## src/verilog/rfm_macros.svh

```systemverilog
`ifndef RFM_MACROS_SVH
`define RFM_MACROS_SVH

// Table geometry
`define RFM_NUM_ENTRY 16
`define RFM_IDX_W     4

// Row address and activation count widths
`define RFM_ROW_W     18
`define RFM_CNT_W     13

// Timer steps per command
`define RFM_NUM_STEP  4

`endif

```

## src/verilog/rfm_pkg.sv

```systemverilog
`include "rfm_macros.svh"

package rfm_pkg;

  typedef logic [`RFM_ROW_W-1:0] row_addr_t;
  typedef logic [`RFM_CNT_W-1:0] act_cnt_t;   // Activation or spillover count
  typedef logic [`RFM_IDX_W-1:0] entry_idx_t;
  typedef logic [$clog2(`RFM_NUM_STEP)-1:0] step_t;

  typedef enum logic {
    cmd_act = 1'b0,
    cmd_rfm = 1'b1
  } cmd_e;

  // Controller states
  typedef enum logic [1:0] {
    st_idle = 2'd0,
    st_act  = 2'd1,
    st_rfm  = 2'd2,
    st_done = 2'd3
  } fsm_state_e;

endpackage

```

## src/verilog/act_count_table.sv

```systemverilog
`include "rfm_macros.svh"

module act_count_table (
  input  logic                clk,
  input  logic                rstn,
  input  logic                cnt_search_spill,
  input  logic                cnt_search_max,
  input  logic                cnt_inc,
  input  logic                cnt_replace,
  input  logic                spill_inc,
  input  logic                cnt_reset,
  input  logic                max_recalc,
  input  rfm_pkg::entry_idx_t hit_idx,
  output logic                cnt_hit,
  output rfm_pkg::entry_idx_t cnt_idx,
  output rfm_pkg::act_cnt_t   rd_cnt,
  output logic                empty
);

  import rfm_pkg::*;

  act_cnt_t                  cnt_mem [`RFM_NUM_ENTRY];
  act_cnt_t                  cnt_nxt [`RFM_NUM_ENTRY];
  logic [`RFM_NUM_ENTRY-1:0] valid;
  act_cnt_t                  spill_cnt;
  act_cnt_t                  max_cnt;
  act_cnt_t                  max_nxt;
  logic                      wr_en;
  entry_idx_t                wr_idx;
  act_cnt_t                  wr_val;
  logic [`RFM_NUM_ENTRY-1:0] srch_match;
  logic                      srch_hit;
  entry_idx_t                srch_idx;

  assign rd_cnt = cnt_mem[hit_idx];  // Count of the row that hit
  assign empty  = ~|valid;

  // New value for the one entry written this cycle
  always_comb begin
    wr_en  = 1'b0;
    wr_idx = hit_idx;
    wr_val = rd_cnt + 1'b1;
    if (cnt_inc) begin
      wr_en = 1'b1;
    end else if (cnt_replace) begin
      wr_en  = 1'b1;
      wr_idx = cnt_idx;
      wr_val = spill_cnt + 1'b1;
    end else if (cnt_reset) begin
      wr_en  = 1'b1;
      wr_idx = cnt_idx;
      wr_val = spill_cnt;
    end
  end

  // Table as it will look after this edge
  always_comb begin
    for (int i = 0; i < `RFM_NUM_ENTRY; i++) begin
      cnt_nxt[i] = (wr_en && (wr_idx == entry_idx_t'(i))) ? wr_val : cnt_mem[i];
    end
  end

  // Max over valid entries, so the reset entry is seen at its new value
  always_comb begin
    max_nxt = '0;
    for (int i = 0; i < `RFM_NUM_ENTRY; i++) begin
      if (valid[i] && (cnt_nxt[i] > max_nxt)) begin
        max_nxt = cnt_nxt[i];
      end
    end
  end

  always_ff @(posedge clk) begin
    if (wr_en) begin
      cnt_mem[wr_idx] <= wr_val;
    end
  end

  always_ff @(posedge clk or negedge rstn) begin
    if (!rstn) begin
      valid <= '0;
    end else if (cnt_replace) begin
      valid[cnt_idx] <= 1'b1;
    end
  end

  always_ff @(posedge clk or negedge rstn) begin
    if (!rstn) begin
      spill_cnt <= '0;
      max_cnt   <= '0;
    end else begin
      if (spill_inc) begin
        spill_cnt <= spill_cnt + 1'b1;
      end
      if (max_recalc) begin
        max_cnt <= max_nxt;
      end else if ((cnt_inc || cnt_replace) && (wr_val > max_cnt)) begin
        max_cnt <= wr_val;
      end
    end
  end

  // Empty slots always qualify for a spillover takeover
  always_comb begin
    for (int i = 0; i < `RFM_NUM_ENTRY; i++) begin
      if (cnt_search_max) begin
        srch_match[i] = valid[i] && (cnt_mem[i] == max_cnt);
      end else begin
        srch_match[i] = !valid[i] || (cnt_mem[i] == spill_cnt);
      end
    end
  end

  always_comb begin
    srch_hit = 1'b0;
    srch_idx = '0;
    for (int i = `RFM_NUM_ENTRY - 1; i >= 0; i--) begin
      if (srch_match[i]) begin
        srch_hit = 1'b1;
        srch_idx = entry_idx_t'(i);
      end
    end
  end

  always_ff @(posedge clk or negedge rstn) begin
    if (!rstn) begin
      cnt_hit <= 1'b0;
      cnt_idx <= '0;
    end else if (cnt_search_spill || cnt_search_max) begin
      cnt_hit <= srch_hit;
      cnt_idx <= srch_idx;
    end
  end

  a_spill_le_max: assert property (@(posedge clk) disable iff (!rstn)
    (|valid) |-> (spill_cnt <= max_cnt));

endmodule

```

## src/verilog/phase_timer.sv

```systemverilog
`include "rfm_macros.svh"

module phase_timer (
  input  logic           clk,
  input  logic           rstn,
  input  logic           start,
  output rfm_pkg::step_t step,
  output logic           last_step
);

  import rfm_pkg::*;

  logic  running;
  step_t step_cnt;
  logic  at_end;

  assign at_end = (step_cnt == step_t'(`RFM_NUM_STEP - 1));

  // One pass per command, then park at zero
  always_ff @(posedge clk or negedge rstn) begin
    if (!rstn) begin
      running  <= 1'b0;
      step_cnt <= '0;
    end else if (start) begin
      running  <= 1'b1;
      step_cnt <= '0;
    end else if (running) begin
      if (at_end) begin
        running  <= 1'b0;
        step_cnt <= '0;
      end else begin
        step_cnt <= step_cnt + 1'b1;
      end
    end
  end

  assign step      = step_cnt;
  assign last_step = running && at_end;

endmodule

```

## src/verilog/rfm_ctrl_fsm.sv

```systemverilog
module rfm_ctrl_fsm (
  input  logic           clk,
  input  logic           rstn,
  input  logic           req,
  input  rfm_pkg::cmd_e  cmd,
  input  rfm_pkg::step_t step,
  input  logic           last_step,
  input  logic           addr_hit,
  input  logic           cnt_hit,
  input  logic           empty,
  output logic           ack,
  output logic           start,
  output logic           addr_search,
  output logic           addr_write,
  output logic           addr_read,
  output logic           cnt_search_spill,
  output logic           cnt_search_max,
  output logic           cnt_inc,
  output logic           cnt_replace,
  output logic           spill_inc,
  output logic           cnt_reset,
  output logic           max_recalc,
  output logic           nrr_fire
);

  import rfm_pkg::*;

  fsm_state_e state;
  logic       in_act;
  logic       in_rfm;
  logic       act_decide;

  assign start = (state == st_idle) && req;

  always_ff @(posedge clk or negedge rstn) begin
    if (!rstn) begin
      state <= st_idle;
      ack   <= 1'b0;
    end else begin
      case (state)
        st_idle: begin
          if (req) begin
            state <= (cmd == cmd_rfm) ? st_rfm : st_act;
          end
        end
        st_act, st_rfm: begin
          if (last_step) begin
            state <= st_done;
          end
        end
        st_done: begin
          // Hold ack until the host lets go of req
          if (req) begin
            ack <= 1'b1;
          end else begin
            ack   <= 1'b0;
            state <= st_idle;
          end
        end
      endcase
    end
  end

  assign in_act = (state == st_act);
  assign in_rfm = (state == st_rfm);

  // ACT sequence
  assign addr_search      = in_act && (step == step_t'(0));
  assign cnt_search_spill = in_act && (step == step_t'(1));
  assign act_decide       = in_act && (step == step_t'(2));

  assign cnt_inc     = act_decide && addr_hit;            // Row already tracked
  assign cnt_replace = act_decide && !addr_hit && cnt_hit;
  assign addr_write  = cnt_replace;                       // New row takes the slot
  assign spill_inc   = act_decide && !addr_hit && !cnt_hit;

  // RFM sequence
  assign cnt_search_max = in_rfm && (step == step_t'(0));
  assign addr_read      = in_rfm && (step == step_t'(1)) && cnt_hit && !empty;

  // Fire lands on step 2, together with the count reset
  always_ff @(posedge clk or negedge rstn) begin
    if (!rstn) begin
      nrr_fire <= 1'b0;
    end else begin
      nrr_fire <= addr_read;
    end
  end

  assign cnt_reset  = nrr_fire;
  assign max_recalc = nrr_fire;

  // Count writes only on the decide step
  a_one_cnt_write: assert property (@(posedge clk) disable iff (!rstn)
    (cnt_inc || cnt_replace || spill_inc || cnt_reset) |->
      ($onehot0({cnt_inc, cnt_replace, spill_inc, cnt_reset}) && (step == step_t'(2))));

endmodule

```

## src/verilog/rfm_tracker.sv

```systemverilog
module rfm_tracker (
  input  logic               clk,
  input  logic               rstn,
  input  logic               req,
  input  rfm_pkg::cmd_e      cmd,
  input  rfm_pkg::row_addr_t addr,
  output logic               ack,
  output logic               nrr_cmd,
  output rfm_pkg::row_addr_t nrr_addr
);

  import rfm_pkg::*;

  row_addr_t  addr_q;
  row_addr_t  rd_addr;
  row_addr_t  rd_addr_q;
  step_t      step;
  entry_idx_t hit_idx;
  entry_idx_t cnt_idx;
  logic       start;
  logic       last_step;
  logic       addr_search;
  logic       addr_write;
  logic       addr_read;
  logic       addr_hit;
  logic       cnt_search_spill;
  logic       cnt_search_max;
  logic       cnt_inc;
  logic       cnt_replace;
  logic       spill_inc;
  logic       cnt_reset;
  logic       max_recalc;
  logic       cnt_hit;
  logic       empty;
  logic       nrr_fire;

  always_ff @(posedge clk) begin
    if (start) begin
      addr_q <= addr;  // Row of the accepted command
    end
    if (addr_read) begin
      rd_addr_q <= rd_addr;
    end
  end

  // NRR pulse, address zero outside the pulse
  always_ff @(posedge clk or negedge rstn) begin
    if (!rstn) begin
      nrr_cmd  <= 1'b0;
      nrr_addr <= '0;
    end else begin
      nrr_cmd  <= nrr_fire;
      nrr_addr <= nrr_fire ? rd_addr_q : '0;
    end
  end

  rfm_ctrl_fsm u_fsm (
    .clk              (clk),
    .rstn             (rstn),
    .req              (req),
    .cmd              (cmd),
    .step             (step),
    .last_step        (last_step),
    .addr_hit         (addr_hit),
    .cnt_hit          (cnt_hit),
    .empty            (empty),
    .ack              (ack),
    .start            (start),
    .addr_search      (addr_search),
    .addr_write       (addr_write),
    .addr_read        (addr_read),
    .cnt_search_spill (cnt_search_spill),
    .cnt_search_max   (cnt_search_max),
    .cnt_inc          (cnt_inc),
    .cnt_replace      (cnt_replace),
    .spill_inc        (spill_inc),
    .cnt_reset        (cnt_reset),
    .max_recalc       (max_recalc),
    .nrr_fire         (nrr_fire)
  );

  phase_timer u_timer (
    .clk       (clk),
    .rstn      (rstn),
    .start     (start),
    .step      (step),
    .last_step (last_step)
  );

  // Replace and RFM both target the slot found by the count search
  row_addr_table u_addr_tbl (
    .clk         (clk),
    .rstn        (rstn),
    .addr_search (addr_search),
    .addr_write  (addr_write),
    .key         (addr_q),
    .wr_idx      (cnt_idx),
    .addr_hit    (addr_hit),
    .hit_idx     (hit_idx),
    .rd_addr     (rd_addr)
  );

  act_count_table u_cnt_tbl (
    .clk              (clk),
    .rstn             (rstn),
    .cnt_search_spill (cnt_search_spill),
    .cnt_search_max   (cnt_search_max),
    .cnt_inc          (cnt_inc),
    .cnt_replace      (cnt_replace),
    .spill_inc        (spill_inc),
    .cnt_reset        (cnt_reset),
    .max_recalc       (max_recalc),
    .hit_idx          (hit_idx),
    .cnt_hit          (cnt_hit),
    .cnt_idx          (cnt_idx),
    .rd_cnt           (),
    .empty            (empty)
  );

  a_nrr_single: assert property (@(posedge clk) disable iff (!rstn)
    nrr_cmd |=> !nrr_cmd);

endmodule

```

## src/verilog/row_addr_table.sv

```systemverilog
`include "rfm_macros.svh"

module row_addr_table (
  input  logic                clk,
  input  logic                rstn,
  input  logic                addr_search,
  input  logic                addr_write,
  input  rfm_pkg::row_addr_t  key,
  input  rfm_pkg::entry_idx_t wr_idx,
  output logic                addr_hit,
  output rfm_pkg::entry_idx_t hit_idx,
  output rfm_pkg::row_addr_t  rd_addr
);

  import rfm_pkg::*;

  row_addr_t                 addr_mem [`RFM_NUM_ENTRY];
  logic [`RFM_NUM_ENTRY-1:0] valid;
  logic                      match_any;
  entry_idx_t                match_idx;

  // Lowest matching valid entry wins
  always_comb begin
    match_any = 1'b0;
    match_idx = '0;
    for (int i = `RFM_NUM_ENTRY - 1; i >= 0; i--) begin
      if (valid[i] && (addr_mem[i] == key)) begin
        match_any = 1'b1;
        match_idx = entry_idx_t'(i);
      end
    end
  end

  always_ff @(posedge clk or negedge rstn) begin
    if (!rstn) begin
      addr_hit <= 1'b0;
      hit_idx  <= '0;
    end else if (addr_search) begin
      addr_hit <= match_any;
      hit_idx  <= match_idx;
    end
  end

  always_ff @(posedge clk or negedge rstn) begin
    if (!rstn) begin
      valid <= '0;
    end else if (addr_write) begin
      valid[wr_idx] <= 1'b1;
    end
  end

  always_ff @(posedge clk) begin
    if (addr_write) begin
      addr_mem[wr_idx] <= key;
    end
  end

  assign rd_addr = addr_mem[wr_idx];  // NRR row lookup

endmodule
```

## config.mk

```make
export PLATFORM = sky130hd
export DESIGN_NAME = rfm_tracker
export DESIGN_NICKNAME = d
export VERILOG_FILES = /design/src/verilog/rfm_pkg.sv /design/src/verilog/act_count_table.sv /design/src/verilog/phase_timer.sv /design/src/verilog/rfm_ctrl_fsm.sv /design/src/verilog/rfm_tracker.sv /design/src/verilog/row_addr_table.sv
export VERILOG_INCLUDE_DIRS = /design/src /design/src/verilog
export SDC_FILE = /design/constraint.sdc
export NUM_CORES = 2
export LEC_CHECK = 0
export ABC_AREA = 0
export BUFFER_PORTS_ARGS = -buffer_cell sky130_fd_sc_hd__buf_2
export CAP_MARGIN = 40
export CORE_MARGIN = 5
export CORE_UTILIZATION = 60
export CTS_BUF_LIST = sky130_fd_sc_hd__clkbuf_8
export CTS_CLUSTER_DIAMETER = 200
export DETAILED_ROUTE_END_ITERATION = 10
export GPL_TIMING_DRIVEN = 0
export PLACE_DENSITY_LB_ADDON = 0.12
export SYNTH_ARGS = -nofsm -noshare
export SYNTH_HDL_FRONTEND = slang
export SYNTH_SLANG_ARGS = --single-unit
```

## constraint.sdc

```tcl
create_clock -name clk -period 39.7 [get_ports clk]
set_input_delay 3.97 -clock clk [delete_from_list [all_inputs] [get_ports clk]]
set_output_delay 3.97 -clock clk [all_outputs]
set_load 0.02 [all_outputs]
```

==> flow_metrics.py <==
metrics = {
    "run_status": {
        "status": "finished clean",
    },
    "logic_synthesis": {
        "synth.net_count": 4262,
        "ys.flop_type": "edfxtp_1",
        "synth_cell_types": 109,
        "yosys_warnings": 0,
        "synth_edf_count": 532,
        "ys_seq_area_frac": 0.412,
        "synth-seq-cells": 626,
        "synthArstFlopShare": 0.150,
        "syn_avg_cell_area_um2": 11.0,
        "yosysTopAreaCellShare": 0.360,
        "synth_area_mm2": 0.0444,
        "synth_area_leaders": "edfxtp_1 (36%), xnor2_1 (8.1%), mux4_2 (7.0%)",
        "synth_top_area_cell": "edfxtp_1",
        "postSynthCellCount": 4045,
    },
    "clock_network": {
        "htree_levels": 3,
        "clk_pin_slew_ns": 0.07,
        "clk_path_buf_depth": 3,
        "clockRootBuffer": "clkbuf_8",
        "cts_tree": "built",
        "cts_sinks": 626,
        "cts_hold_buffers": 0,
        "numCtsBuffers": 102,
        "worstSkewPairLatency_ns": 0.80,
    },
    "sta": {
        "finalSetupViolCount": 0,
        "finalCritPeriodShare": 0.962,
        "tightest_slew_ns": 1.05,
        "slew_headroom": 0.297,
        "timing.fmax_mhz": 26.2,
        "finalCriticalPeriod_ns": 38.19,
        "slew_violations": 0,
        "hold_violations": 0,
        "finClkSkew_ns": 0.0731,
    },
    "die": {
        "start_util": 0.607,
        "io_pins": 42,
        "die_area_mm2": 0.0796,
        "fp-row-count": 99,
        "die_w_um": 282,
        "core_mm2": 0.0732,
        "die_y_um": 282,
    },
    "setup_path": {
        "crit_slowest_cell": "o21ai_0",
        "cp-startpoint": "u_addr_tbl.hit_idx[2]",
        "worstPathMaxFanout": 10,
        "cp_data_arrival_time_ns": 38.85,
        "worstSetupPathType": "flop to flop",
        "startpoint_type": "flop",
        "required_ns": 40.37,
        "crit-reg2reg-launch": "u_addr_tbl.hit_idx[2]",
        "max_stage_delay_ns": 0.56,
        "crit_top_cell": "ha_1",
        "endpoint_kind": "flop",
    },
    "cells_and_area": {
        "nFillCells": 5441,
        "seq_area_mm2": 0.0183,
        "most-common-layout-cells": "edfxtp_1 (532), xnor2_1 (411), xor2_1 (337)",
        "syn_to_final_growth_pct": 15.8,
        "fin_cells": 5446,
        "nets": 4606,
        "drive_above_1_share": 0.215,
        "multi_input_area_mm2": 0.0255,
        "final_common_cell": "edfxtp_1",
        "post-route-util": 0.703,
    },
    "place": {
        "dp.cells": 5152,
        "gp_congestion": 1.11,
        "port_buffers": 41,
        "hpwl_um": 144000,
    },
    "worst_hold_path": {
        "hold_path_class": "flop to flop",
        "hp-start": "rd_addr_q[6]",
    },
    "power": {
        "power_density_mw_per_mm2": 66.6,
        "power_frac_seq": 0.246,
        "comb_power_share": 0.568,
        "clockPowerShare": 0.186,
        "leakagePower_nw": 18.9,
        "vdd_drop_max_v": 0.0000480,
        "switching_share": 0.458,
        "p_sw_mw": 1.57,
        "p_int_mw": 1.86,
        "power_mw": 3.42,
    },
    "detailed_routing": {
        "dr.pass1.iters": 8,
        "ant_nets": 0,
        "post-route-drc-count": 0,
        "wl_per_cell_um": 34.3,
        "vias": 37900,
        "drtIter0Drc": 5542,
        "vias_per_cell": 6.96,
        "routed_wl_um": 187000,
    },
    "global_routing": {
        "grtUsageTotal": 0.462,
        "antenna_found_initial": 18,
        "grt_pass1_wl_um": 261000,
        "first_global_vias": 35800,
        "gr-total-overflow": 0,
        "grt_max_degree": 53,
    },
    "flow_run": {
        "max-cap-violations": 0,
    },
}
## flip-flops by register name, indices dropped and copies added, names as in the netlist, 2 cells and up
register,count
u_addr_tbl.hit_idx,4
u_cnt_tbl.max_cnt,13
u_addr_tbl.addr_mem,288
u_cnt_tbl.valid,16
addr_q,18
u_addr_tbl.valid,16
u_timer.step,2
u_fsm.state,2
rd_addr_q,18
u_cnt_tbl.cnt_mem,208
u_cnt_tbl.spill_cnt,13
nrr_addr,18
u_cnt_tbl.cnt_idx,4
## cell usage after synthesis, types with 52 or more instances
library cell / instances
nand2_1: 238
nand3_1: 110
o21ai_0: 180
xor2_1: 337
mux2i_1: 124
mux2_2: 127
ha_1: 195
dfrtp_1: 94
clkbuf_1: 124
inv_1: 125
nor3_1: 67
nand4_1: 148
nor2_1: 220
mux4_2: 138
nor4_1: 84
nor2b_1: 52
edfxtp_1: 532
xnor2_1: 411
a21oi_1: 155
## worst max-delay path: cells and delay by family (launching register included)
| kind | cells | cell delay (ns) |
|---|---|---|
| multiplexers | 11 | 3.48 |
| adder cells (fa/ha/maj) | 15 | 4.43 |
| AND/OR/NAND/NOR | 59 | 8.16 |
| flip-flops | 1 | 0.33 |
| buffers and inverters | 31 | 5.03 |
| AO/OA/AOI/OAI | 87 | 16.62 |
## routing by layer
metal	vias up	share of wire	global-route usage
met1	18200	0.35	0.587
met2	3117	0.42	0.677
met4	12	0.091	0.297
li1	15700	-	-
met5	-	0.00064	0
met3	860	0.14	0.160
## cell families (layout without fill, tap and decap cells)
group / after synthesis / after routing / synth area share
xor gates and xnor gates: 748 / 748 / 0.147
buffers and inverters: 345 / 778 / 0.0333
and+or+nand+nor: 1102 / 1103 / 0.126
DFF: 626 / 626 / 0.412
muxes: 395 / 395 / 0.132
AOI/OAI and AO/OA: 634 / 634 / 0.0936
adders and majority gates: 195 / 195 / 0.0549
other: 0 / 8 / 0
## power by group through the flow
stage | Sequential (mW) | Clock, mW | Combinational (mW)
floorplan | 0.834 | 0 | 1.06
global placement | 0.853 | 0 | 1.60
detailed placement | 0.851 | 0 | 1.70
CTS | 0.838 | 0.636 | 1.78
global route | 0.843 | 0.669 | 2.04
finish | 0.842 | 0.636 | 1.95
## per-stage QoR
stage	setup TNS, ns	worst slack (ns)	hold slack, ns	cell area [um2]
floorplan	0	1.68	0.396	44400
global placement	-103.84	-8.16	0.438	45800
detailed placement	-94.01	-7.36	0.441	47400
CTS	0	0.0149	0.455	50400
global route	-2.07	-0.285	0.472	51400
finish	0	1.51	0.447	51400
## path summary, 6_finish.rpt
check | end | slack, ns | cells past startpoint
max in group asynchronous | u_cnt_tbl.spill_cnt[5] | 35.78 | 2
worst max-delay path | u_cnt_tbl.max_cnt[6] | 1.51 | 203
worst min-delay path | nrr_addr[6] | 0.45 | 1
worst max register to register | u_cnt_tbl.max_cnt[6] | 1.51 | 203
worst min register to register | nrr_addr[6] | 0.45 | 1
min in group asynchronous | u_addr_tbl.valid[12] | 3.12 | 1
## cell type report
cell class / count / area share
antenna: 8 / 0.000389
buffer: 209 / 0.0224
clock buffer: 106 / 0.0284
clock inverter: 88 / 0.0163
inverter: 132 / 0.00970
multi-input combinational: 3075 / 0.496
sequential: 626 / 0.356
tap: 959 / 0.0233
timing repair buffer: 243 / 0.0475
## what timing repair did
action / CTS / global route
resized for setup: 128 / 158
gates cloned: 0 / 5
buffers inserted: 38 / 51
hold endpoints to repair: 0 / 0
pin swaps: 17 / 45
setup endpoints to repair: 13 / 13
No activity file was read; power rests on OpenSTA's default activity.
